$ cat config.mk
export PLATFORM = sky130hd
export DESIGN_NAME = mcpu_regfile
export DESIGN_NICKNAME = d
export VERILOG_FILES = /design/src/design/mcpu_pkg.sv /design/src/design/mcpu_regfile.sv
export VERILOG_INCLUDE_DIRS = /design/src /design/src/design
export SDC_FILE = /design/constraint.sdc
export NUM_CORES = 1
export LEC_CHECK = 0
export BUFFER_PORTS_ARGS = -buffer_cell sky130_fd_sc_hd__buf_2
export CAP_MARGIN = 40
export CORE_ASPECT_RATIO = 1.2
export CORE_MARGIN = 4
export CORE_UTILIZATION = 25
export DETAILED_ROUTE_END_ITERATION = 7
export GPL_TIMING_DRIVEN = 0
export PLACE_DENSITY = 0.46
export SLEW_MARGIN = 30
export SYNTH_ARGS = -nofsm -noshare
export SYNTH_HDL_FRONTEND = slang
export SYNTH_SLANG_ARGS = --single-unit
$ cat constraint.sdc
create_clock -name i_clk -period 3.9 [get_ports i_clk]
set_clock_uncertainty 0.05 [all_clocks]
set_input_delay 0.585 -clock i_clk [delete_from_list [all_inputs] [get_ports i_clk]]
set_output_delay 0.585 -clock i_clk [all_outputs]
set_load 0.05 [all_outputs]
$ cat src/design/mcpu_defines.svh
`ifndef MCPU_DEFINES_SVH
`define MCPU_DEFINES_SVH

// data and instruction width
`define MCPU_WORD_W 16

// unified program/data memory, in words
`define MCPU_MEM_DEPTH 256

// general purpose registers, the last one is the link register
`define MCPU_NUM_REGS 8

// first fetch address
`define MCPU_RESET_PC 0

`endif

$ cat src/design/mcpu_pkg.sv
`default_nettype none

`include "mcpu_defines.svh"

package mcpu_pkg;

  typedef logic [`MCPU_WORD_W-1:0] word_t;
  typedef logic [$clog2(`MCPU_MEM_DEPTH)-1:0] mem_addr_t;
  typedef logic [$clog2(`MCPU_NUM_REGS)-1:0] reg_idx_t;

  // bit 4 marks the immediate form
  typedef logic [4:0] ir_op_t;
  typedef logic [1:0] pc_sel_t;
  typedef logic [2:0] rf_sel_t;

  localparam pc_sel_t PC_SEL_RX  = 2'd0;
  localparam pc_sel_t PC_SEL_INC = 2'd1;
  localparam pc_sel_t PC_SEL_REL = 2'd2;

  localparam rf_sel_t RF_SEL_IMM = 3'd0;
  localparam rf_sel_t RF_SEL_HI  = 3'd1;
  localparam rf_sel_t RF_SEL_ALU = 3'd2;
  localparam rf_sel_t RF_SEL_RET = 3'd3;
  localparam rf_sel_t RF_SEL_MEM = 3'd4;
  localparam rf_sel_t RF_SEL_RY  = 3'd5;

  localparam logic [3:0] OP_MV   = 4'h0;
  localparam logic [3:0] OP_ADD  = 4'h1;
  localparam logic [3:0] OP_SUB  = 4'h2;
  localparam logic [3:0] OP_CMP  = 4'h3;
  localparam logic [3:0] OP_LD   = 4'h4;
  localparam logic [3:0] OP_ST   = 4'h5;
  localparam logic [3:0] OP_MVHI = 4'h6;
  localparam logic [3:0] OP_J    = 4'h8;
  localparam logic [3:0] OP_JZ   = 4'h9;
  localparam logic [3:0] OP_JN   = 4'hA;
  localparam logic [3:0] OP_CALL = 4'hC;

  // callr and call leave the return address here
  localparam reg_idx_t LINK_REG = reg_idx_t'(`MCPU_NUM_REGS - 1);

endpackage

`default_nettype wire

$ cat src/design/mcpu_regfile.sv
`timescale 1ns/100ps
`default_nettype none

`include "mcpu_defines.svh"

module mcpu_regfile (
  input  wire                     i_clk,
  input  wire                     i_reset,
  input  wire mcpu_pkg::reg_idx_t i_rx_idx,
  input  wire mcpu_pkg::reg_idx_t i_ry_idx,
  input  wire mcpu_pkg::reg_idx_t i_w_idx,
  input  wire                     i_write,
  input  wire mcpu_pkg::word_t    i_wdata,
  output mcpu_pkg::word_t         o_rx_data,
  output mcpu_pkg::word_t         o_ry_data
);

  import mcpu_pkg::*;

  word_t regs [`MCPU_NUM_REGS];

  always_ff @(posedge i_clk or posedge i_reset) begin
    if (i_reset) begin
      for (int i = 0; i < `MCPU_NUM_REGS; i++) begin
        regs[i] <= '0;
      end
    end else if (i_write) begin
      regs[i_w_idx] <= i_wdata;
    end
  end

  // read ports are combinational
  assign o_rx_data = regs[i_rx_idx];
  assign o_ry_data = regs[i_ry_idx];

  // write index comes from the ir or the control link select
  a_w_idx_known: assert property (
    @(posedge i_clk) disable iff (i_reset)
    i_write |-> !$isunknown(i_w_idx)
  );

endmodule

`default_nettype wire

======== After elaboration in Yosys (flattened, before gate mapping) ========
Cells that the tools add are included.
W data, S select, Z words.
cells by class
  multipliers ............................. 0
  reduce and logical (&&, ||, !) cells .... 1
  equality and inequality tests ........... 0
  $lt $le $gt $ge ......................... 4
  shifts and indexed selects .............. 0
  div/mod/pow operators ................... 0
  bitwise gates (word level) .............. 3
  add/sub/neg operators ................... 0
  mux-type cells .......................... 9
operators by type and width
  kind                  count
  $bwmux W128           1
  $bmux W16 S3          2
  $mux W16              5
  $demux W16 S3         1
  $ge A4 B4 Y1 const B  3
  $not A3 Y4            3
  $lt A4 B1 Y1 const B  1
  $logic_and A1 B1 Y1   1
storage, ports and cells
  bits in latches ......................... 0
  bits in writable memories ............... 0
  output and inout bits ................... 32
  ROM bits ................................ 0
  memories ................................ 0
  register bits after elaboration ......... 128

======== Longest topological paths before layout ========
  depth in word-level cells ............... 6
  gate-level depth with buffers ........... 5
  depth with buffers taken out ............ 2

======== Least setup slack after synthesis ========
No wires, ideal clock.
  path type ............................... input -> output
  start ................................... in i_rx_idx[0]
  end ..................................... out o_rx_data[12]
  data arrival time ....................... 1.743 ns
  stages on the path ...................... 4
  required time ........................... 3.265 ns
  buffers on the path ..................... 2
  path slack .............................. 1.522 ns
  cells stage by stage .................... buf_6 -> buf_6 -> mux4_1 -> mux2_2
on the way
  longest elaborated chain between the ends .. 4
RTL lines
  element                                      line                RTL
  start: declaration                           mcpu_regfile.sv:9   input wire mcpu_pkg::reg_idx_t i_rx_idx,
  $not A3 Y4 (implied by the code)             mcpu_regfile.sv:33  assign o_rx_data = regs[i_rx_idx];
  $bmux W16 S3                                 mcpu_regfile.sv:33
  $mux W16 (implied by the code) (2 in a row)  mcpu_regfile.sv:33
  end: declaration                             mcpu_regfile.sv:14  output mcpu_pkg::word_t o_rx_data,
No other way between the ends. The select of a mux whose other input is x is not followed.

======== Worst setup path after layout ========
  start ................................... in i_ry_idx[2]
  end ..................................... out o_ry_data[15]
on the way
  longest elaborated chain between the ends .. 4
RTL lines
  element                                      line                RTL
  start: declaration                           mcpu_regfile.sv:10  input wire mcpu_pkg::reg_idx_t i_ry_idx,
  $not A3 Y4 (implied by the code)             mcpu_regfile.sv:34  assign o_ry_data = regs[i_ry_idx];
  $bmux W16 S3                                 mcpu_regfile.sv:34
  $mux W16 (implied by the code) (2 in a row)  mcpu_regfile.sv:34
  end: declaration                             mcpu_regfile.sv:15  output mcpu_pkg::word_t o_ry_data
No other way between the ends. The select of a mux whose other input is x is not followed.

==> results_dict.tcl <==
set metrics [dict create \
    vias 4036 \
    setup_viol 0 \
    cp_max_fo 10 \
    seqCellArea_mm2 0.00320 \
    seqPwrFrac_pct 37.6 \
    gp_congestion 0.708 \
    cts_tree "done" \
    rsz0062_at_grt "no" \
    drt-initial-drc-count 151 \
    worstSetupPathType "input port to primary output" \
    clkLatencyLatePin_ns 0.41 \
    timing.reg2reg.setup_slack_ns 3.04 \
    clkSlewWorstSetupHoldPaths_ns 0.06 \
    p_sw_mw 1.47 \
    leakage_nw 3.60 \
    yosysSeqAreaShare_pct 45.5 \
    layout-drive-gt1-share_pct 59.7 \
    timing.final.crit_period_ns 2.88 \
    chipHeight_um 192 \
    clockPowerShare_pct 34.4 \
    outcome "complete, no violations" \
    first_pass_iters 4 \
    std_cell_rows 67 \
    hp-class "input port to async pin" \
    nNetsFinal 497 \
    clock.fmax_ghz 0.347 \
    n_antenna_cell 0 \
    ff2ff_path_depth 1 \
    fill_cells 2800 \
    htreeDepth 4 \
    die_w_um 161 \
    yosysWarnings 0 \
    wl_um 19900 \
    hpwl_um 13400 \
    finalInstanceArea_mm2 0.00846 \
    first_global_vias 4488 \
    grt_overflow_total 0 \
    cts_buffer_depth 2 \
    synth_flop_cell "dfrtp_1" \
    p_total_mw 4.84 \
    worst-endpoint-required_ns 3.26 \
    switching_share_pct 30.4 \
    cts_setup_buffers 0 \
    power.density_mw_per_mm2 572 \
    cts_hold_buf 0 \
    tightest_slew_ns 0.709 \
    placed_area_mm2 0.00786 \
    p_int_mw 3.37 \
    synth_area_leaders "dfrtp_1 46%, mux2_2 24%, mux4_1 17%" \
    area_growth_pct 20.3 \
    ant_nets 0 \
    grt_usage_pct 13.3 \
    synth_seq_cells 128 \
    postCtsResizedCells 0 \
    drc_errors 0 \
    final_util_pct 30.4 \
    relSlewSlack_pct 52.5 \
    setup_tns_ns 0 \
    start_util_pct 25.3 \
    r2r_end "regs[120]" \
    netlist_area_mm2 0.00704 \
    cts_made_buffers 17 \
    cts_sinks 128 \
    multi_input_area_mm2 0.00353 \
    top_regs "regs (128)" \
    worst_ep_arrival_time_ns 2.24 \
    yosysTopAreaCellShare_pct 45.5 \
    fin_hold_ws_ns 0.163 \
    drv_cap 0 \
    grt_pass1_wl_um 29800 \
    ys_types 16 \
    synth-edff-count 0 \
    antenna_found_initial 1 \
    cp-end-kind "primary output" \
    portBuffers 49 \
    hold_viol 0 \
    slew_violations 0 \
    yosysTopAreaCell "dfrtp_1" \
    r2r_start "regs[120]" \
    synth.most_common_cell "mux2_2" \
    wl_per_cell_um 23.1 \
    viasPerCell 4.69 \
    finalCritPeriodShare_pct 73.8 \
    syn_inst 396 \
    avgSynthCellArea_um2 17.8 \
    comb_power_share_pct 27.9 \
    postSynth.asyncResetShare_pct 100 \
    design.die.area_mm2 0.0309 \
    regMostFlops "regs" \
    coreArea_mm2 0.0278 \
    root_buffer "clkbuf_16" \
    grt_max_degree 31 \
    start_kind "input port" \
    syn_nets 424 \
    synth_common_cells "150 x mux2_2, 128 x dfrtp_1, 46 x mux4_1, 18 x mux4_2, 11 x buf_2" \
    largest_reg_flops 128 \
    ios 60 \
    ir_drop_mv 0.252 \
]
## worst max path at each step
stage                     start       endpoint  slack (ns)  cells past startpoint
floorplan           i_rx_idx[0]  o_rx_data[12]        1.52                      4
CTS                 i_ry_idx[2]  o_ry_data[15]        0.98                      6
finish              i_ry_idx[2]  o_ry_data[15]        1.02                      6
global placement        i_reset       regs[74]        0.86                      2
detailed placement  i_ry_idx[2]  o_ry_data[15]        0.98                      6
global route        i_ry_idx[2]  o_ry_data[15]        0.98                      6
## kinds of logic (layout without fill, tap and decap cells)
kind of cell	Yosys count	after routing	synth area share (%)
flops	128	128	45.5
buf+inv	36	121	4.36
mux	224	224	48.5
simple gates	8	8	1.58
## routing by layer
metal,global-route usage (%),vias up,routed length (um)
met2,24.2,71,10700
met5,0,-,7
met1,16.2,2190,8360
li1,-,1752,-
met3,2.21,21,525
met4,4.07,2,266
## critical path, cell delays in order
cell and delay (ns):
buf_6 0.11, buf_4 0.27, buf_2 0.37, mux4_2 0.36
mux2_2 0.31, buf_2 0.22
## layout by cell type (no fill, tap or decap), drive strengths merged
master and count:
clkinvlp 1, nand4b 3, mux2 160, buf 87, clkinv 2, bufinv 4
dfrtp 128, nor4bb 3, clkbuf 27, mux4 64, nand4 1, nor4b 1
## power by group through the flow
stage / Combinational (mW) / Sequential (mW) / Clock (mW)
3_5_place_dp: 1.37 / 1.84 / 0
4_1_cts: 1.38 / 1.82 / 1.70
5_1_grt: 1.45 / 1.86 / 1.76
6_report: 1.35 / 1.82 / 1.67
3_3_place_gp: 1.34 / 1.80 / 0
2_1_floorplan: 1.09 / 1.76 / 0
## metrics by stage
step | std cells | worst slack (ns)
final | 860 | 1.02
after detailed placement | 829 | 0.985
after floorplan | 396 | 1.52
after global placement | 824 | 0.855
after global routing | 860 | 0.982
after CTS | 860 | 0.985
## area by class of cell
class	count	area share, %
Multi-Input combinational cell	232	41.7
Sequential cell	128	37.9
Clock buffer	25	5.62
Tap cell	379	5.60
Timing Repair Buffer	54	4.02
Buffer	35	3.59
Clock inverter	6	1.54
Inverter	1	0.0887
No activity file was read; power rests on OpenSTA's default activity.
