<file path="src/design/mcpu_defines.svh">
`ifndef MCPU_DEFINES_SVH
`define MCPU_DEFINES_SVH

// data and instruction width
`define MCPU_WORD_W 16

// unified program/data memory, in words
`define MCPU_MEM_DEPTH 256

// general purpose registers, the last one is the link register
`define MCPU_NUM_REGS 8

// first fetch address
`define MCPU_RESET_PC 0

`endif

</file>
<file path="src/design/mcpu_pkg.sv">
`default_nettype none

`include "mcpu_defines.svh"

package mcpu_pkg;

  typedef logic [`MCPU_WORD_W-1:0] word_t;
  typedef logic [$clog2(`MCPU_MEM_DEPTH)-1:0] mem_addr_t;
  typedef logic [$clog2(`MCPU_NUM_REGS)-1:0] reg_idx_t;

  // bit 4 marks the immediate form
  typedef logic [4:0] ir_op_t;
  typedef logic [1:0] pc_sel_t;
  typedef logic [2:0] rf_sel_t;

  localparam pc_sel_t PC_SEL_RX  = 2'd0;
  localparam pc_sel_t PC_SEL_INC = 2'd1;
  localparam pc_sel_t PC_SEL_REL = 2'd2;

  localparam rf_sel_t RF_SEL_IMM = 3'd0;
  localparam rf_sel_t RF_SEL_HI  = 3'd1;
  localparam rf_sel_t RF_SEL_ALU = 3'd2;
  localparam rf_sel_t RF_SEL_RET = 3'd3;
  localparam rf_sel_t RF_SEL_MEM = 3'd4;
  localparam rf_sel_t RF_SEL_RY  = 3'd5;

  localparam logic [3:0] OP_MV   = 4'h0;
  localparam logic [3:0] OP_ADD  = 4'h1;
  localparam logic [3:0] OP_SUB  = 4'h2;
  localparam logic [3:0] OP_CMP  = 4'h3;
  localparam logic [3:0] OP_LD   = 4'h4;
  localparam logic [3:0] OP_ST   = 4'h5;
  localparam logic [3:0] OP_MVHI = 4'h6;
  localparam logic [3:0] OP_J    = 4'h8;
  localparam logic [3:0] OP_JZ   = 4'h9;
  localparam logic [3:0] OP_JN   = 4'hA;
  localparam logic [3:0] OP_CALL = 4'hC;

  // callr and call leave the return address here
  localparam reg_idx_t LINK_REG = reg_idx_t'(`MCPU_NUM_REGS - 1);

endpackage

`default_nettype wire

</file>
<file path="src/design/mcpu_memory.sv">
`timescale 1ns/100ps
`default_nettype none

`include "mcpu_defines.svh"

module mcpu_memory (
  input  wire                      i_clk,

  // cpu port
  input  wire                      i_rd,
  input  wire                      i_wr,
  input  wire mcpu_pkg::mem_addr_t i_addr,
  input  wire mcpu_pkg::word_t     i_wdata,

  // load port, used while the core sits in reset
  input  wire                      i_load_en,
  input  wire mcpu_pkg::mem_addr_t i_load_addr,
  input  wire mcpu_pkg::word_t     i_load_data,

  output mcpu_pkg::word_t          o_rdata
);

  import mcpu_pkg::*;

  word_t mem [`MCPU_MEM_DEPTH];

  always_ff @(posedge i_clk) begin
    // load port wins over a cpu store
    if (i_load_en) begin
      mem[i_load_addr] <= i_load_data;
    end else if (i_wr) begin
      mem[i_addr] <= i_wdata;
    end
  end

  // read data valid the cycle after i_rd
  always_ff @(posedge i_clk) begin
    if (i_rd) begin
      o_rdata <= mem[i_addr];
    end
  end

endmodule

`default_nettype wire

</file>
<file path="config.mk">
export PLATFORM = sky130hd
export DESIGN_NAME = mcpu_memory
export DESIGN_NICKNAME = d
export VERILOG_FILES = /design/src/design/mcpu_pkg.sv /design/src/design/mcpu_memory.sv
export VERILOG_INCLUDE_DIRS = /design/src /design/src/design
export SDC_FILE = /design/constraint.sdc
export NUM_CORES = 2
export LEC_CHECK = 0
export BUFFER_PORTS_ARGS = -buffer_cell sky130_fd_sc_hd__clkbuf_2
export CORE_ASPECT_RATIO = 0.5
export CORE_MARGIN = 2
export CORE_UTILIZATION = 60
export CTS_CLUSTER_DIAMETER = 50
export CTS_CLUSTER_SIZE = 8
export DETAILED_ROUTE_END_ITERATION = 8
export PLACE_DENSITY = 0.78
export SYNTH_ARGS = -nofsm -noshare
export SYNTH_HDL_FRONTEND = slang
export SYNTH_SLANG_ARGS = --single-unit
</file>
<file path="constraint.sdc">
create_clock -name i_clk -period 8.94 [get_ports i_clk]
set_clock_uncertainty 0.05 [all_clocks]
set_input_delay 0.894 -clock i_clk [delete_from_list [all_inputs] [get_ports i_clk]]
set_output_delay 0.894 -clock i_clk [all_outputs]
set_load 0.005 [all_outputs]
</file>
### Yosys cells after proc, flatten, opt, wreduce, memory -nomap -nowiden

Memory sizes are Yosys's and may differ from the RTL's. A register that Yosys moved wholly into a read port is not among the register bits.
Index checks and enable logic that the tools add are counted.
W data, S select, Z words.

* output and inout port bits: 16
* bits in writable memories: 4096
* input bits: 52
* bits in registers: 0
* logic and storage cells: 10
* memories: 1

* reduce and logical (&&, ||, !) cells: 1
* mux-type cells: 8

Memory list
* mem: depth 256, width 16, read ports 1, clocked after Yosys merged registers in 1, wr ports 1, RTL line mcpu_memory.sv:25 `` word_t mem [`MCPU_MEM_DEPTH]; ``

Operators with widths (count)
* $mux W16: 1
* $reduce_or A16 Y1: 1
* $mux W8: 1
* $mux W1: 6

### Depth between registers and ports, before layout

* word-level depth: 5
* depth in mapped cells: 12
* gate-level depth less buffers: 7

### Worst setup path after synthesis

Ideal clock, no wire load.

* kind: in2reg
* start: input port i_load_en
* end: memory mem[0][10] in the netlist's numbering (data pin)
* arrival time: 4.942 ns
* buffers on the path: 3
* cell stages on the path: 6
* required time: 8.067 ns
* slack: 3.125 ns
* library setup time: 0.823 ns
* cells stage by stage: nand2b_1 -> clkbuf_1 -> clkbuf_1 -> clkbuf_1 -> nand2_1 -> nand2_1

* cells in the longest elaborated chain, start to end: 4

RTL lines
* from (decl): RTL line mcpu_memory.sv:16 `input wire i_load_en,`
* $mux W1: RTL line mcpu_memory.sv:29 `if (i_load_en) begin`
* $mux W1 (implied by the code): RTL line mcpu_memory.sv:32 `mem[i_addr] <= i_wdata;`
* $reduce_or A16 Y1 (no source line)
* $mux W16 (no source line)
* to (decl): RTL line mcpu_memory.sv:25

Every way passes these cells.

==> results.txt <==
The depth of the worst hold-timing path is 3. The die covers 0.270 mm². The number of antenna violations at the first check in global routing came out at 25. The element type at the critical path start is an input port. After clock tree synthesis, the flow added hold-fix buffers numbering 0. On the critical path the largest part of the delay comes from simple AND/OR/NAND/NOR gates. The via count of the first global-routing pass is 86.6k. The register bit total from synthesis came out at 4112.

The number of input and output port buffers inserted is 67. Setup repair after global routing left no endpoint under its margin. Measured in cells, the most critical reg-to-reg path has a length of 6. From synthesis to final layout, the design area changed by 13.5%. The max-slew violation count came out at 1. The power per standard cell area came out at 242 mW/mm². The worst register-to-register path ends at o_rdata[2]. The number of vias per cell is 7.38.

The checks that failed: DRC, capacitance limit, slew limit. For the pin with the worst max-slew slack, the measured transition is 1.50 ns. The count of buffers added by post-CTS timing repair for setup is 0. The placed wire-length estimate came out at 238 mm. The gate count after technology mapping is 7506. The clock buffer count from CTS is 589. The worst-case IR drop observed on VDD is 0.000154 V. The core region is 0.263 mm². For this configuration, the core starts out at a cell density of 0.604. The finished layout holds 11.7k standard cells, fillers aside.

The fraction of layout cells with a size suffix above 1 is 0.243. The CTS sink count came out at 4112. The slowest stage of the critical path belongs to the cell nor4_1.

In the final routed layout, each cell accounts on average for 39.0 µm. No sink is reached through more buffers than the 4 on the longest clock path. Data on the critical path is required at its endpoint by 9.51 ns.

After the first detailed-routing iteration, the DRC count stood at 15.7k. The multi-input combinational cells in the finished layout cover a total of 0.0335 mm². The category of the worst setup path capture point is a flip-flop. The worst hold-check path type is in -> reg.

The area of the mapped netlist is 0.159 mm². The number of buffers and inverters on the critical path is 3. The highest net fanout along the worst path came out at 97. The beginning of the worst register-to-register path is mem[133][2]. The Yosys step of the flow raised 0 warnings. The end of the worst hold path is mem[168][15]. Traced cell by cell, the critical path runs through buf_12 -> buf_12 -> buf_12 -> mux2i_1 -> o221ai_1 -> a21oi_1 -> nor3_1 -> nor3_1 -> a22o_1 -> nor4_1. Once layout is done, the placed cells without fillers occupy 0.181 mm². For this design the top-level I/O count stands at 68. The global routing usage summed across all routing layers is 0.336.

The maximum level of the CTS H-tree came out at 6. The area of placed instances came out at 0.165 mm². The number of nets in the synthesized netlist is 7558.

Counting flops with a built-in enable in the synthesized netlist gives 4112. The routed design has 454 mm of wire. The clock latency reported for the late side of the worst-skew pair is 0.95 ns. For this run, the detailed router's first-pass iteration total came to 9. The initialized floorplan defines 133 standard-cell rows. The net count of the finished layout came out at 8138.

The count of different cell masters after synthesis is 64. The worst hold-check slack is 0.671 ns. Setup violations remaining at the end of the flow were counted as 0. The critical path is of the in -> reg type. CTS placed an instance of clkbuf_16 at the clock tree root.

Detailed routing inserted a total of 86.1k vias. The dominant cell type by count on the critical path is buf_12. The setup slack of the worst register-to-register path is 5.38 ns.

The fraction of registers with async set or reset after synthesis came out at 0. The peak clock frequency supported by timing came out at 190 MHz. The reported leakage power came out at 57.2 nW. For this run, the register share of the synthesized area comes to 0.776.

The critical path depth in cells came out at 10. The pin count of the biggest net entering global routing is 177. The worst relative slew slack came out at -0.00623. The average footprint of a synthesized cell came out at 21.2 µm². The hold path startpoint is i_wdata[15]. The die boundary width came out at 733 µm. The minimum clock period after layout came out at 5.25 ns. The critical path data arrival time came out at 5.82 ns. The most used flip-flop cell after synthesis is edfxtp_1. The remaining routing DRC violations is 35. The detail route stage leaves a number of antenna-violating nets equal to 0.

Summed over all layers, the global routing overflow is 0. The number of max-capacitance violations reported is 1. The last weighted congestion value of the routability-driven placer is 0.923. The layout has 14.8k filler cells. Once placement completed, the tool counted placed cells totaling 11.0k. The delay of the slowest critical-path stage is 0.78 ns. The hold violation total from the final report came to 0. The post-route fraction of the period consumed by the critical path came out at 0.588. The run finished, with violations left. TritonCTS built the clock tree. The clock-pin slew on the worst setup and hold paths came out at 0.05 ns. The area of all sequential standard cells is 0.123 mm². The first global-routing pass estimated 642 mm of wire. The floorplan die height came out at 368 µm. After routing, the total negative slack on setup checks comes to 0 ns. The number of gates resized after CTS came out at 0.
cell usage in the layout, fill, tap and decap left out, drive strengths merged, types with 12 or more instances in the layout:
master  synthesis  layout
nand3          52      52
o221ai        222     222
o22ai         178     178
nor4           31      31
clkbuf        197     673
o211ai         13      13
nand2         188     188
clkinv          1      12
a21oi         127     127
inv             3      21
buf           247     371
o21ai          49      49
diode           0      12
a211oi         12      12
nand4          16      16
nor3          136     136
a22oi          50      50
edfxtp       4112    4112
mux2i         657     657
mux4          795     795
nor2          296     296
a22o           20      20
where the power goes:
part | switching, mW | leakage, nW | internal (mW)
clock network | 7.83 | 7.77 | 12.1
registers | 0.0396 | 36.0 | 21.5
logic | 1.58 | 13.4 | 0.644
total | 9.46 | 57.2 | 34.3
metal layers:
metal  routed length (µm)  global-route usage  up-vias
met5                  897              0.0203        -
met4                26700               0.164       28
met3                68800               0.113     1559
met2               209000               0.509     8017
met1               149000               0.442    43900
li1                     -                   -    32600
through the flow:
stage	total power, mW	util	setup WS, ns
after CTS	43.7	0.686	4.16
after floorplan	23.3	-	3.13
final	43.7	0.686	3.69
after detailed placement	24.0	0.626	3.28
after global routing	44.5	0.686	3.78
after global placement	24.0	0.626	2.36
worst reg2reg max path, cell delays in order, from the launching register on:
cell and delay [ns]:
edfxtp_1 0.39, mux4_2 0.49, mux2i_1 0.20, o22ai_1 0.14, nor3_1 0.84, a22o_1 0.92
nor4_1 0.21
how the worst max path moves through the flow:
stage	startpoint	endpoint	slack (ns)
CTS	i_addr[0]	o_rdata[0]	4.16
floorplan	i_load_en	mem[0][10]	3.13
finish	i_addr[0]	o_rdata[0]	3.69
detailed placement	i_addr[0]	o_rdata[0]	3.28
global placement	i_addr[1]	o_rdata[5]	2.36
global route	i_addr[0]	o_rdata[0]	3.78
sequential cells by signal (all words and copies together), names as in the netlist:
register	count
mem	4096
o_rdata	16
cells in the mapped netlist (3+ instances only):
cell type	instances	area, µm²
nor4_1	31	194
buf_1	36	135
buf_8	6	90.1
mux4_2	795	17900
o22ai_1	178	1110
o32ai_1	8	70.1
nand4_1	16	100
or3_1	7	43.8
edfxtp_1	4112	123000
nand2_1	188	706
nand2b_1	5	31.3
a221o_1	3	30.0
a22o_1	20	175
mux2i_1	657	6580
buf_4	43	323
buf_2	71	355
nor2_1	296	1110
a211oi_1	11	82.6
o31ai_1	4	30.0
or2_2	4	25.0
clkbuf_1	197	739
a31oi_1	8	50.1
buf_6	90	1010
nand3_1	52	260
a22oi_1	50	375
or4_1	3	22.5
mux2_2	4	45.0
o221ai_1	221	1940
o211ai_1	13	97.6
nor2b_1	7	43.8
o21ai_0	42	210
a2111oi_0	10	87.6
nand3b_1	11	82.6
a21oi_1	127	636
a221oi_1	5	43.8
o21ai_1	7	35.0
nor3_1	135	676
logic make-up (layout without fill, tap and decap cells):
family,Yosys count,in the layout,share of synthesized area
flip-flops,4112,4112,0.776
AND/OR/NAND/NOR,765,765,0.0212
AO/OA/AOI/OAI,725,725,0.0324
other,0,12,0
buffers and inverters,448,1081,0.0169
multiplexers,1456,1456,0.154
layout make-up:
cell class / instances / share of cell area
antenna: 12 / 0.000166
sequential: 4112 / 0.683
clock inverter: 33 / 0.00282
timing repair buffer: 433 / 0.0191
inverter: 4 / 0.000152
tap: 3510 / 0.0243
clock buffer: 611 / 0.0846
multi-input combinational: 2946 / 0.185
Power figures use the tool's default switching activity.
