===== config.mk =====
export PLATFORM = sky130hd
export DESIGN_NAME = mcpu_datapath
export DESIGN_NICKNAME = d
export VERILOG_FILES = /design/src/design/mcpu_pkg.sv /design/src/design/mcpu_datapath.sv
export VERILOG_INCLUDE_DIRS = /design/src /design/src/design
export SDC_FILE = /design/constraint.sdc
export NUM_CORES = 1
export LEC_CHECK = 0
export BUFFER_PORTS_ARGS = -buffer_cell sky130_fd_sc_hd__buf_2
export CORE_MARGIN = 2
export CORE_UTILIZATION = 51
export CTS_BUF_LIST = sky130_fd_sc_hd__clkbuf_8
export CTS_CLUSTER_DIAMETER = 50
export DETAILED_ROUTE_END_ITERATION = 16
export MAX_ROUTING_LAYER = met4
export PLACE_DENSITY_LB_ADDON = 0.25
export SYNTH_ARGS = -nofsm -noshare
export SYNTH_HDL_FRONTEND = slang
export SYNTH_SLANG_ARGS = --single-unit

===== constraint.sdc =====
create_clock -name i_clk -period 3.9 [get_ports i_clk]
set_input_delay 0.39 -clock i_clk [delete_from_list [all_inputs] [get_ports i_clk]]
set_output_delay 0.39 -clock i_clk [all_outputs]
set_load 0.005 [all_outputs]

===== src/design/mcpu_defines.svh =====
`ifndef MCPU_DEFINES_SVH
`define MCPU_DEFINES_SVH

// data and instruction width
`define MCPU_WORD_W 16

// unified program/data memory, in words
`define MCPU_MEM_DEPTH 256

// general purpose registers, the last one is the link register
`define MCPU_NUM_REGS 8

// first fetch address
`define MCPU_RESET_PC 0

`endif


===== src/design/mcpu_pkg.sv =====
`default_nettype none

`include "mcpu_defines.svh"

package mcpu_pkg;

  typedef logic [`MCPU_WORD_W-1:0] word_t;
  typedef logic [$clog2(`MCPU_MEM_DEPTH)-1:0] mem_addr_t;
  typedef logic [$clog2(`MCPU_NUM_REGS)-1:0] reg_idx_t;

  // bit 4 marks the immediate form
  typedef logic [4:0] ir_op_t;
  typedef logic [1:0] pc_sel_t;
  typedef logic [2:0] rf_sel_t;

  localparam pc_sel_t PC_SEL_RX  = 2'd0;
  localparam pc_sel_t PC_SEL_INC = 2'd1;
  localparam pc_sel_t PC_SEL_REL = 2'd2;

  localparam rf_sel_t RF_SEL_IMM = 3'd0;
  localparam rf_sel_t RF_SEL_HI  = 3'd1;
  localparam rf_sel_t RF_SEL_ALU = 3'd2;
  localparam rf_sel_t RF_SEL_RET = 3'd3;
  localparam rf_sel_t RF_SEL_MEM = 3'd4;
  localparam rf_sel_t RF_SEL_RY  = 3'd5;

  localparam logic [3:0] OP_MV   = 4'h0;
  localparam logic [3:0] OP_ADD  = 4'h1;
  localparam logic [3:0] OP_SUB  = 4'h2;
  localparam logic [3:0] OP_CMP  = 4'h3;
  localparam logic [3:0] OP_LD   = 4'h4;
  localparam logic [3:0] OP_ST   = 4'h5;
  localparam logic [3:0] OP_MVHI = 4'h6;
  localparam logic [3:0] OP_J    = 4'h8;
  localparam logic [3:0] OP_JZ   = 4'h9;
  localparam logic [3:0] OP_JN   = 4'hA;
  localparam logic [3:0] OP_CALL = 4'hC;

  // callr and call leave the return address here
  localparam reg_idx_t LINK_REG = reg_idx_t'(`MCPU_NUM_REGS - 1);

endpackage

`default_nettype wire


===== src/design/mcpu_datapath.sv =====
`timescale 1ns/100ps
`default_nettype none

`include "mcpu_defines.svh"

module mcpu_datapath (
  input  wire                     i_clk,
  input  wire                     i_reset,

  input  wire                     i_mem_addr_sel,
  input  wire mcpu_pkg::pc_sel_t  i_pc_sel,
  input  wire                     i_pc_ld,
  input  wire                     i_ir_ld,
  input  wire mcpu_pkg::rf_sel_t  i_rf_sel,
  input  wire                     i_rf_addr_w_sel,
  input  wire                     i_alu_n_ld,
  input  wire                     i_alu_z_ld,
  input  wire                     i_alu_b_sel,
  input  wire                     i_alu_op,

  input  wire mcpu_pkg::word_t    i_mem_rdata,
  input  wire mcpu_pkg::word_t    i_rf_rx_data,
  input  wire mcpu_pkg::word_t    i_rf_ry_data,

  output mcpu_pkg::ir_op_t        o_ir,
  output logic                    o_alu_n,
  output logic                    o_alu_z,
  output mcpu_pkg::mem_addr_t     o_mem_addr,
  output mcpu_pkg::word_t         o_mem_wdata,
  output mcpu_pkg::reg_idx_t      o_rf_rx_idx,
  output mcpu_pkg::reg_idx_t      o_rf_ry_idx,
  output mcpu_pkg::reg_idx_t      o_rf_w_idx,
  output mcpu_pkg::word_t         o_rf_wdata
);

  import mcpu_pkg::*;

  word_t pc;
  word_t pc_inc;
  word_t pc_next;
  word_t ir;
  word_t imm8_sext;
  word_t imm11_sext;
  word_t alu_b;
  word_t alu_result;

  assign imm8_sext  = {{8{ir[15]}}, ir[15:8]};
  assign imm11_sext = {{5{ir[15]}}, ir[15:5]};

  // pc still holds the address of the executing instruction
  assign pc_inc = pc + word_t'(1);

  always_comb begin
    case (i_pc_sel)
      PC_SEL_RX:  pc_next = i_rf_rx_data;
      PC_SEL_INC: pc_next = pc_inc;
      PC_SEL_REL: pc_next = pc + imm11_sext;
      default:    pc_next = pc_inc;
    endcase
  end

  always_ff @(posedge i_clk or posedge i_reset) begin
    if (i_reset) begin
      pc <= word_t'(`MCPU_RESET_PC);
      ir <= '0;
    end else begin
      if (i_pc_ld) begin
        pc <= pc_next;
      end
      if (i_ir_ld) begin
        ir <= i_mem_rdata;
      end
    end
  end

  // b is ry for register forms, imm8 otherwise
  assign alu_b      = i_alu_b_sel ? i_rf_ry_data : imm8_sext;
  assign alu_result = i_alu_op ? (i_rf_rx_data - alu_b) : (i_rf_rx_data + alu_b);

  always_ff @(posedge i_clk or posedge i_reset) begin
    if (i_reset) begin
      o_alu_n <= 1'b0;
      o_alu_z <= 1'b0;
    end else begin
      if (i_alu_n_ld) begin
        o_alu_n <= alu_result[`MCPU_WORD_W-1];
      end
      if (i_alu_z_ld) begin
        o_alu_z <= (alu_result == '0);
      end
    end
  end

  always_comb begin
    case (i_rf_sel)
      RF_SEL_IMM: o_rf_wdata = imm8_sext;
      RF_SEL_HI:  o_rf_wdata = {ir[15:8], i_rf_rx_data[7:0]};
      RF_SEL_ALU: o_rf_wdata = alu_result;
      RF_SEL_RET: o_rf_wdata = pc_inc;
      RF_SEL_MEM: o_rf_wdata = i_mem_rdata;
      RF_SEL_RY:  o_rf_wdata = i_rf_ry_data;
      default:    o_rf_wdata = '0;
    endcase
  end

  assign o_ir        = ir[4:0];
  assign o_rf_rx_idx = ir[7:5];
  assign o_rf_ry_idx = ir[10:8];
  assign o_rf_w_idx  = i_rf_addr_w_sel ? LINK_REG : ir[7:5];

  // word address is the low byte of pc or ry
  assign o_mem_addr  = i_mem_addr_sel ? mem_addr_t'(i_rf_ry_data) : mem_addr_t'(pc);
  assign o_mem_wdata = i_rf_rx_data;

endmodule

`default_nettype wire


# After elaboration in Yosys (flattened, before gate mapping)
# Index checks and enable logic that the tools add are counted.
# word_totals
register_bits	34
out_inout_bits	56
word_cells	23
in_bits	63
# classes
n_reduce_logical	3
add_sub_neg	4
n_eq_ne	6
mux	6
# op_table
operator	n
one-hot mux 16 bit (6 select lines)	1
adder 16 bit	2
two-way mux 16 bit	2
one-hot mux 16 bit (2 select lines)	1
adder 16 x 1 -> 16 bit, second input constant	1
logical NOT 16 bit	1
subtractor 16 bit	1
two-way mux 8 bit	1
== test 3 x 2 -> 1 bit, second input constant	2
== test 3 bit, second input constant	2
== test 3 x 1 -> 1 bit, second input constant	1
logical NOT 3 bit	1
two-way mux 3 bit	1
== test 2 bit, second input constant	1
logical NOT 2 bit	1

# Logic depth before layout (Yosys ltp)
# logic_depth
depth_word	4
depth_mapped	18
depth_no_buf	15

# Worst setup path before layout
# OpenSTA, ideal clock, no wires.
# synth_path
kind	input port to output port
start	input port i_alu_b_sel
end	output port o_rf_wdata[15]
required_ns	3.510
slack_ns	-0.375
path_stages	17
arrival_time_ns	3.885
path_buffers	3
cell_sequence	buf_4 clkbuf_1 clkbuf_1 mux2i_1 ha_1 nand2_1 o21bai_1 xnor2_1 ha_1 a21o_1 o311ai_2 nor2_1 o41ai_4 o211ai_2 and3_1 o41ai_1 o22ai_1
# synth_between
elab_chain_len	4
word_cells_on_any_way	5
classes_between	add/sub: 2; mux: 3
# synth_rtl
element	line	text
from (decl)	mcpu_datapath.sv:18	input wire i_alu_b_sel,
two-way mux 16 bit (*)	mcpu_datapath.sv:77	assign alu_b = i_alu_b_sel ? i_rf_ry_data : imm8_sext;
adder 16 bit or subtractor 16 bit (tied branches)	mcpu_datapath.sv:78	assign alu_result = i_alu_op ? (i_rf_rx_data - alu_b) : (i_rf_rx_data + alu_b);
two-way mux 16 bit (*)	mcpu_datapath.sv:78	
one-hot mux 16 bit (6 select lines) (*)	mcpu_datapath.sv:95	case (i_rf_sel)
to (decl)	mcpu_datapath.sv:33	output mcpu_pkg::word_t o_rf_wdata
# Mark *: on every way between the ends. The rest lies on a longest branch, timed or not.

# Final worst setup path
# layout_path
start	register ir[10]
end	output port o_rf_wdata[14]
# layout_between
elab_chain_len	4
word_cells_on_any_way	5
classes_between	add/sub: 2; mux: 3
# layout_rtl
element	line	text
from (decl)	mcpu_datapath.sv:41	word_t ir;
from (signal assigned)	mcpu_datapath.sv:71	ir <= i_mem_rdata;
two-way mux 16 bit (*)	mcpu_datapath.sv:77	
adder 16 bit or subtractor 16 bit (tied branches)	mcpu_datapath.sv:78	
two-way mux 16 bit (*)	mcpu_datapath.sv:78	
one-hot mux 16 bit (6 select lines) (*)	mcpu_datapath.sv:95	
# Marks and branches as above.

==> impl_metrics.ini <==
[placement]
port_buffers = 118
place_area_um2 = 5610
hpwlAfterDp_mm = 12.7
place.gp.congestion = 0.973

[grt]
grt_pass1_wl_mm = 25.4
grt_max_degree = 40
grt_pass1_vias = 4752
grt_antenna_before_repair = 0
grt.total_usage = 0.325
gr-total-overflow = 0

[clock_network]
insertion_delay_ns = 0.30
cts_max_path_buffers = 2
root_buffer = clkbuf_8
clkSinkCount = 34
clkTransAtPathRegs_ns = 0.08
cts_buffers = 5
htree_levels = 2
tritoncts = done
postCtsHoldBufs = 0

[finish]
drive_gt1_frac = 0.364
nets = 805
fill_cells = 861
area_delta_synth_final_pct = 19.9
final_area_um2 = 5910
diodes = 0

[synth]
synth-async-reset-ratio = 1.00
synth-edff-count = 0
ys_seq_area_frac = 0.173
ys_dominant_reg_cell = dfrtp_1
syn_avg_cell_area_um2 = 8.22
syn-instance-count = 599
yosys-top-cells-count = 54 x a21oi_1, 47 x nor2_1, 39 x nand2_1, 36 x mux2_2, 34 x dfrtp_1
synth_area_um2 = 4930
ys_seq_elements = 34
syn_nets = 696
yosys-top-cells-area = dfrtp_1 17%, mux2_2 8.2%, ha_1 8.1%
yosysMostFrequentCell = a21oi_1
synth_top_area_frac = 0.173
ys_warn_count = 0
yosysTopAreaCell = dfrtp_1
synth.distinct_cells = 63

[sta]
slew_headroom = 0.405
finalSetupTns_ns = -0.609
final.min_clock_period_ns = 4.03
skew_ns = 0.00253
slew_violations = 0
hold_violations = 0
max_freq_ghz = 0.248
rsz0062_at_grt = true
finalHoldWorstSlack_ns = 0.187
setup_viol = 7
min_period_over_period = 1.03
tightest_slew_ns = 0.892
worst_slack_ns = -0.131

[route]
drt_first_pass_iters = 5
drtIter0Drc = 414
routedWlPerCell_um = 19.5
vias = 5122
drcViolationCount = 0
viasPerCell = 6.11
postRouteWirelength_mm = 16.4
route.antenna.remaining_nets = 0

[worst_setup_path]
r2r-end = o_alu_z
worstPathArrival_ns = 3.64
timing.rr.start = ir[9]
reg2reg_slack_ns = 0.23
path_max_fanout = 4
endpoint_kind = primary output
worstSetupStartpointType = register
critical_path_required_ns = 3.51
crit_type = register to primary output
rr_worst_depth = 15

[job]
cap_violations = 0

[floorplanning]
initial_core_util = 0.528
die_w_um = 102
rows = 35
die_h_um = 102
die_area_um2 = 10500
io_pins = 119
core-area_um2 = 9330

[power]
irDropWorstVdd_mv = 0.232
p_leak_nw = 2.68
p_per_area_nw_per_um2 = 429

[status]
violations = negative setup slack
outcome = complete, but fails checks

[min_path]
hp-class = input port to asynchronous set/reset pin
-- sequential cells by signal, indices dropped and copies added, names as in the netlist --
register	count
ir	16
pc	16
o_alu_n	1
o_alu_z	1
-- stage by stage --
stage,total power [mW],setup slack [ns],util,cells
2_1_floorplan,1.70,0.000371,-,599
3_3_place_gp,2.09,-0.0676,0.602,819
3_5_place_dp,2.15,-0.109,0.602,819
4_1_cts,2.50,-0.0892,0.629,837
5_1_grt,2.72,-0.337,0.633,838
6_report,2.54,-0.131,0.633,838
-- placed cells by master (no fill, tap or decap), drive strengths merged, types with 3 or more instances in the layout --
cell type / Yosys / final
a211oi: 6 / 6
a21o: 9 / 9
a21oi: 54 / 54
a22oi: 3 / 3
a311oi: 3 / 3
a31oi: 6 / 6
and3: 5 / 5
buf: 33 / 161
clkbuf: 26 / 6
dfrtp: 34 / 34
ha: 32 / 32
inv: 22 / 23
mux2: 36 / 36
mux2i: 18 / 18
mux4: 12 / 12
nand2: 39 / 39
nand2b: 14 / 14
nand3: 16 / 16
nor2: 47 / 47
nor2b: 8 / 8
nor3: 10 / 10
nor3b: 3 / 3
nor4: 6 / 6
o211ai: 3 / 3
o21a: 7 / 7
o21ai: 35 / 35
o21bai: 5 / 5
o22ai: 17 / 17
o41ai: 5 / 5
or2: 6 / 6
or3: 6 / 6
xnor2: 29 / 29
xor2: 22 / 22
-- area by class of cell --
class	count	area, µm²	area share
clock buffers	6	82.6	0.0140
clock inverters	2	8.76	0.00148
inverters	22	82.6	0.0140
multi-input cells	484	3810	0.644
flip-flops and latches	34	853	0.144
well taps	129	161	0.0273
repair buffers	161	913	0.155
-- layer usage --
| metal | wire, µm | GRT usage | part of all wire | vias to the layer above |
|---|---|---|---|---|
| li1 | - | - | - | 2388 |
| met1 | 7120 | 0.465 | 0.44 | 2484 |
| met2 | 7730 | 0.493 | 0.47 | 226 |
| met4 | 312 | 0.0851 | 0.019 | 0 |
| met3 | 1200 | 0.0342 | 0.074 | 24 |
| met5 | 0 | - | 0 | - |
-- critical path, cell delays in order, from the launching register on --
cell	delay, ns
dfrtp_2	0.45
nor4_4	0.31
buf_4	0.16
a22o_2	0.16
o21a_4	0.15
a21oi_1	0.08
xor2_1	0.23
ha_1	0.28
a21o_1	0.20
a211oi_2	0.26
nand2_1	0.13
o221ai_2	0.19
xnor2_1	0.17
nor2_1	0.07
o32ai_1	0.33
buf_2	0.17
-- cells by family (layout without fill, tap and decap cells) --
group | after synthesis | count (layout) | share of synthesized area
AOI/OAI and AO/OA | 166 | 166 | 0.219
xor gates and xnor gates | 51 | 51 | 0.0922
adders and majority gates | 34 | 34 | 0.0894
buffers and inverters | 81 | 191 | 0.0831
DFF | 34 | 34 | 0.173
muxes | 66 | 66 | 0.174
and+or+nand+nor | 167 | 167 | 0.170
-- timing repair --
| action | 4_1_cts | 5_1_grt |
|---|---|---|
| pin swaps | 15 | 3 |
| gates resized for setup | 17 | 6 |
| setup endpoints to repair | 6 | 12 |
| setup buffers | 10 | 1 |
| cloned | 0 | 0 |
-- worst max path at each step --
| stage | from | endpoint | slack, ns | cells after the start |
|---|---|---|---|---|
| floorplan | i_alu_b_sel | o_rf_wdata[15] | 0.0004 | 17 |
| global placement | i_alu_b_sel | o_rf_wdata[15] | -0.07 | 16 |
| detailed placement | i_alu_b_sel | o_rf_wdata[15] | -0.11 | 16 |
| CTS | ir[9] | o_rf_wdata[15] | -0.09 | 15 |
| global route | ir[8] | o_rf_wdata[14] | -0.34 | 16 |
| finish | ir[10] | o_rf_wdata[14] | -0.13 | 15 |
-- report_power, final --
group / switching (mW) / internal (mW) / total, mW
Sequential: 0.155 / 0.435 / 0.591
Combinational: 0.857 / 0.790 / 1.65
Clock: 0.159 / 0.141 / 0.300
Total: 1.17 / 1.37 / 2.54
Note: power is estimated with default switching activity, not from simulation.
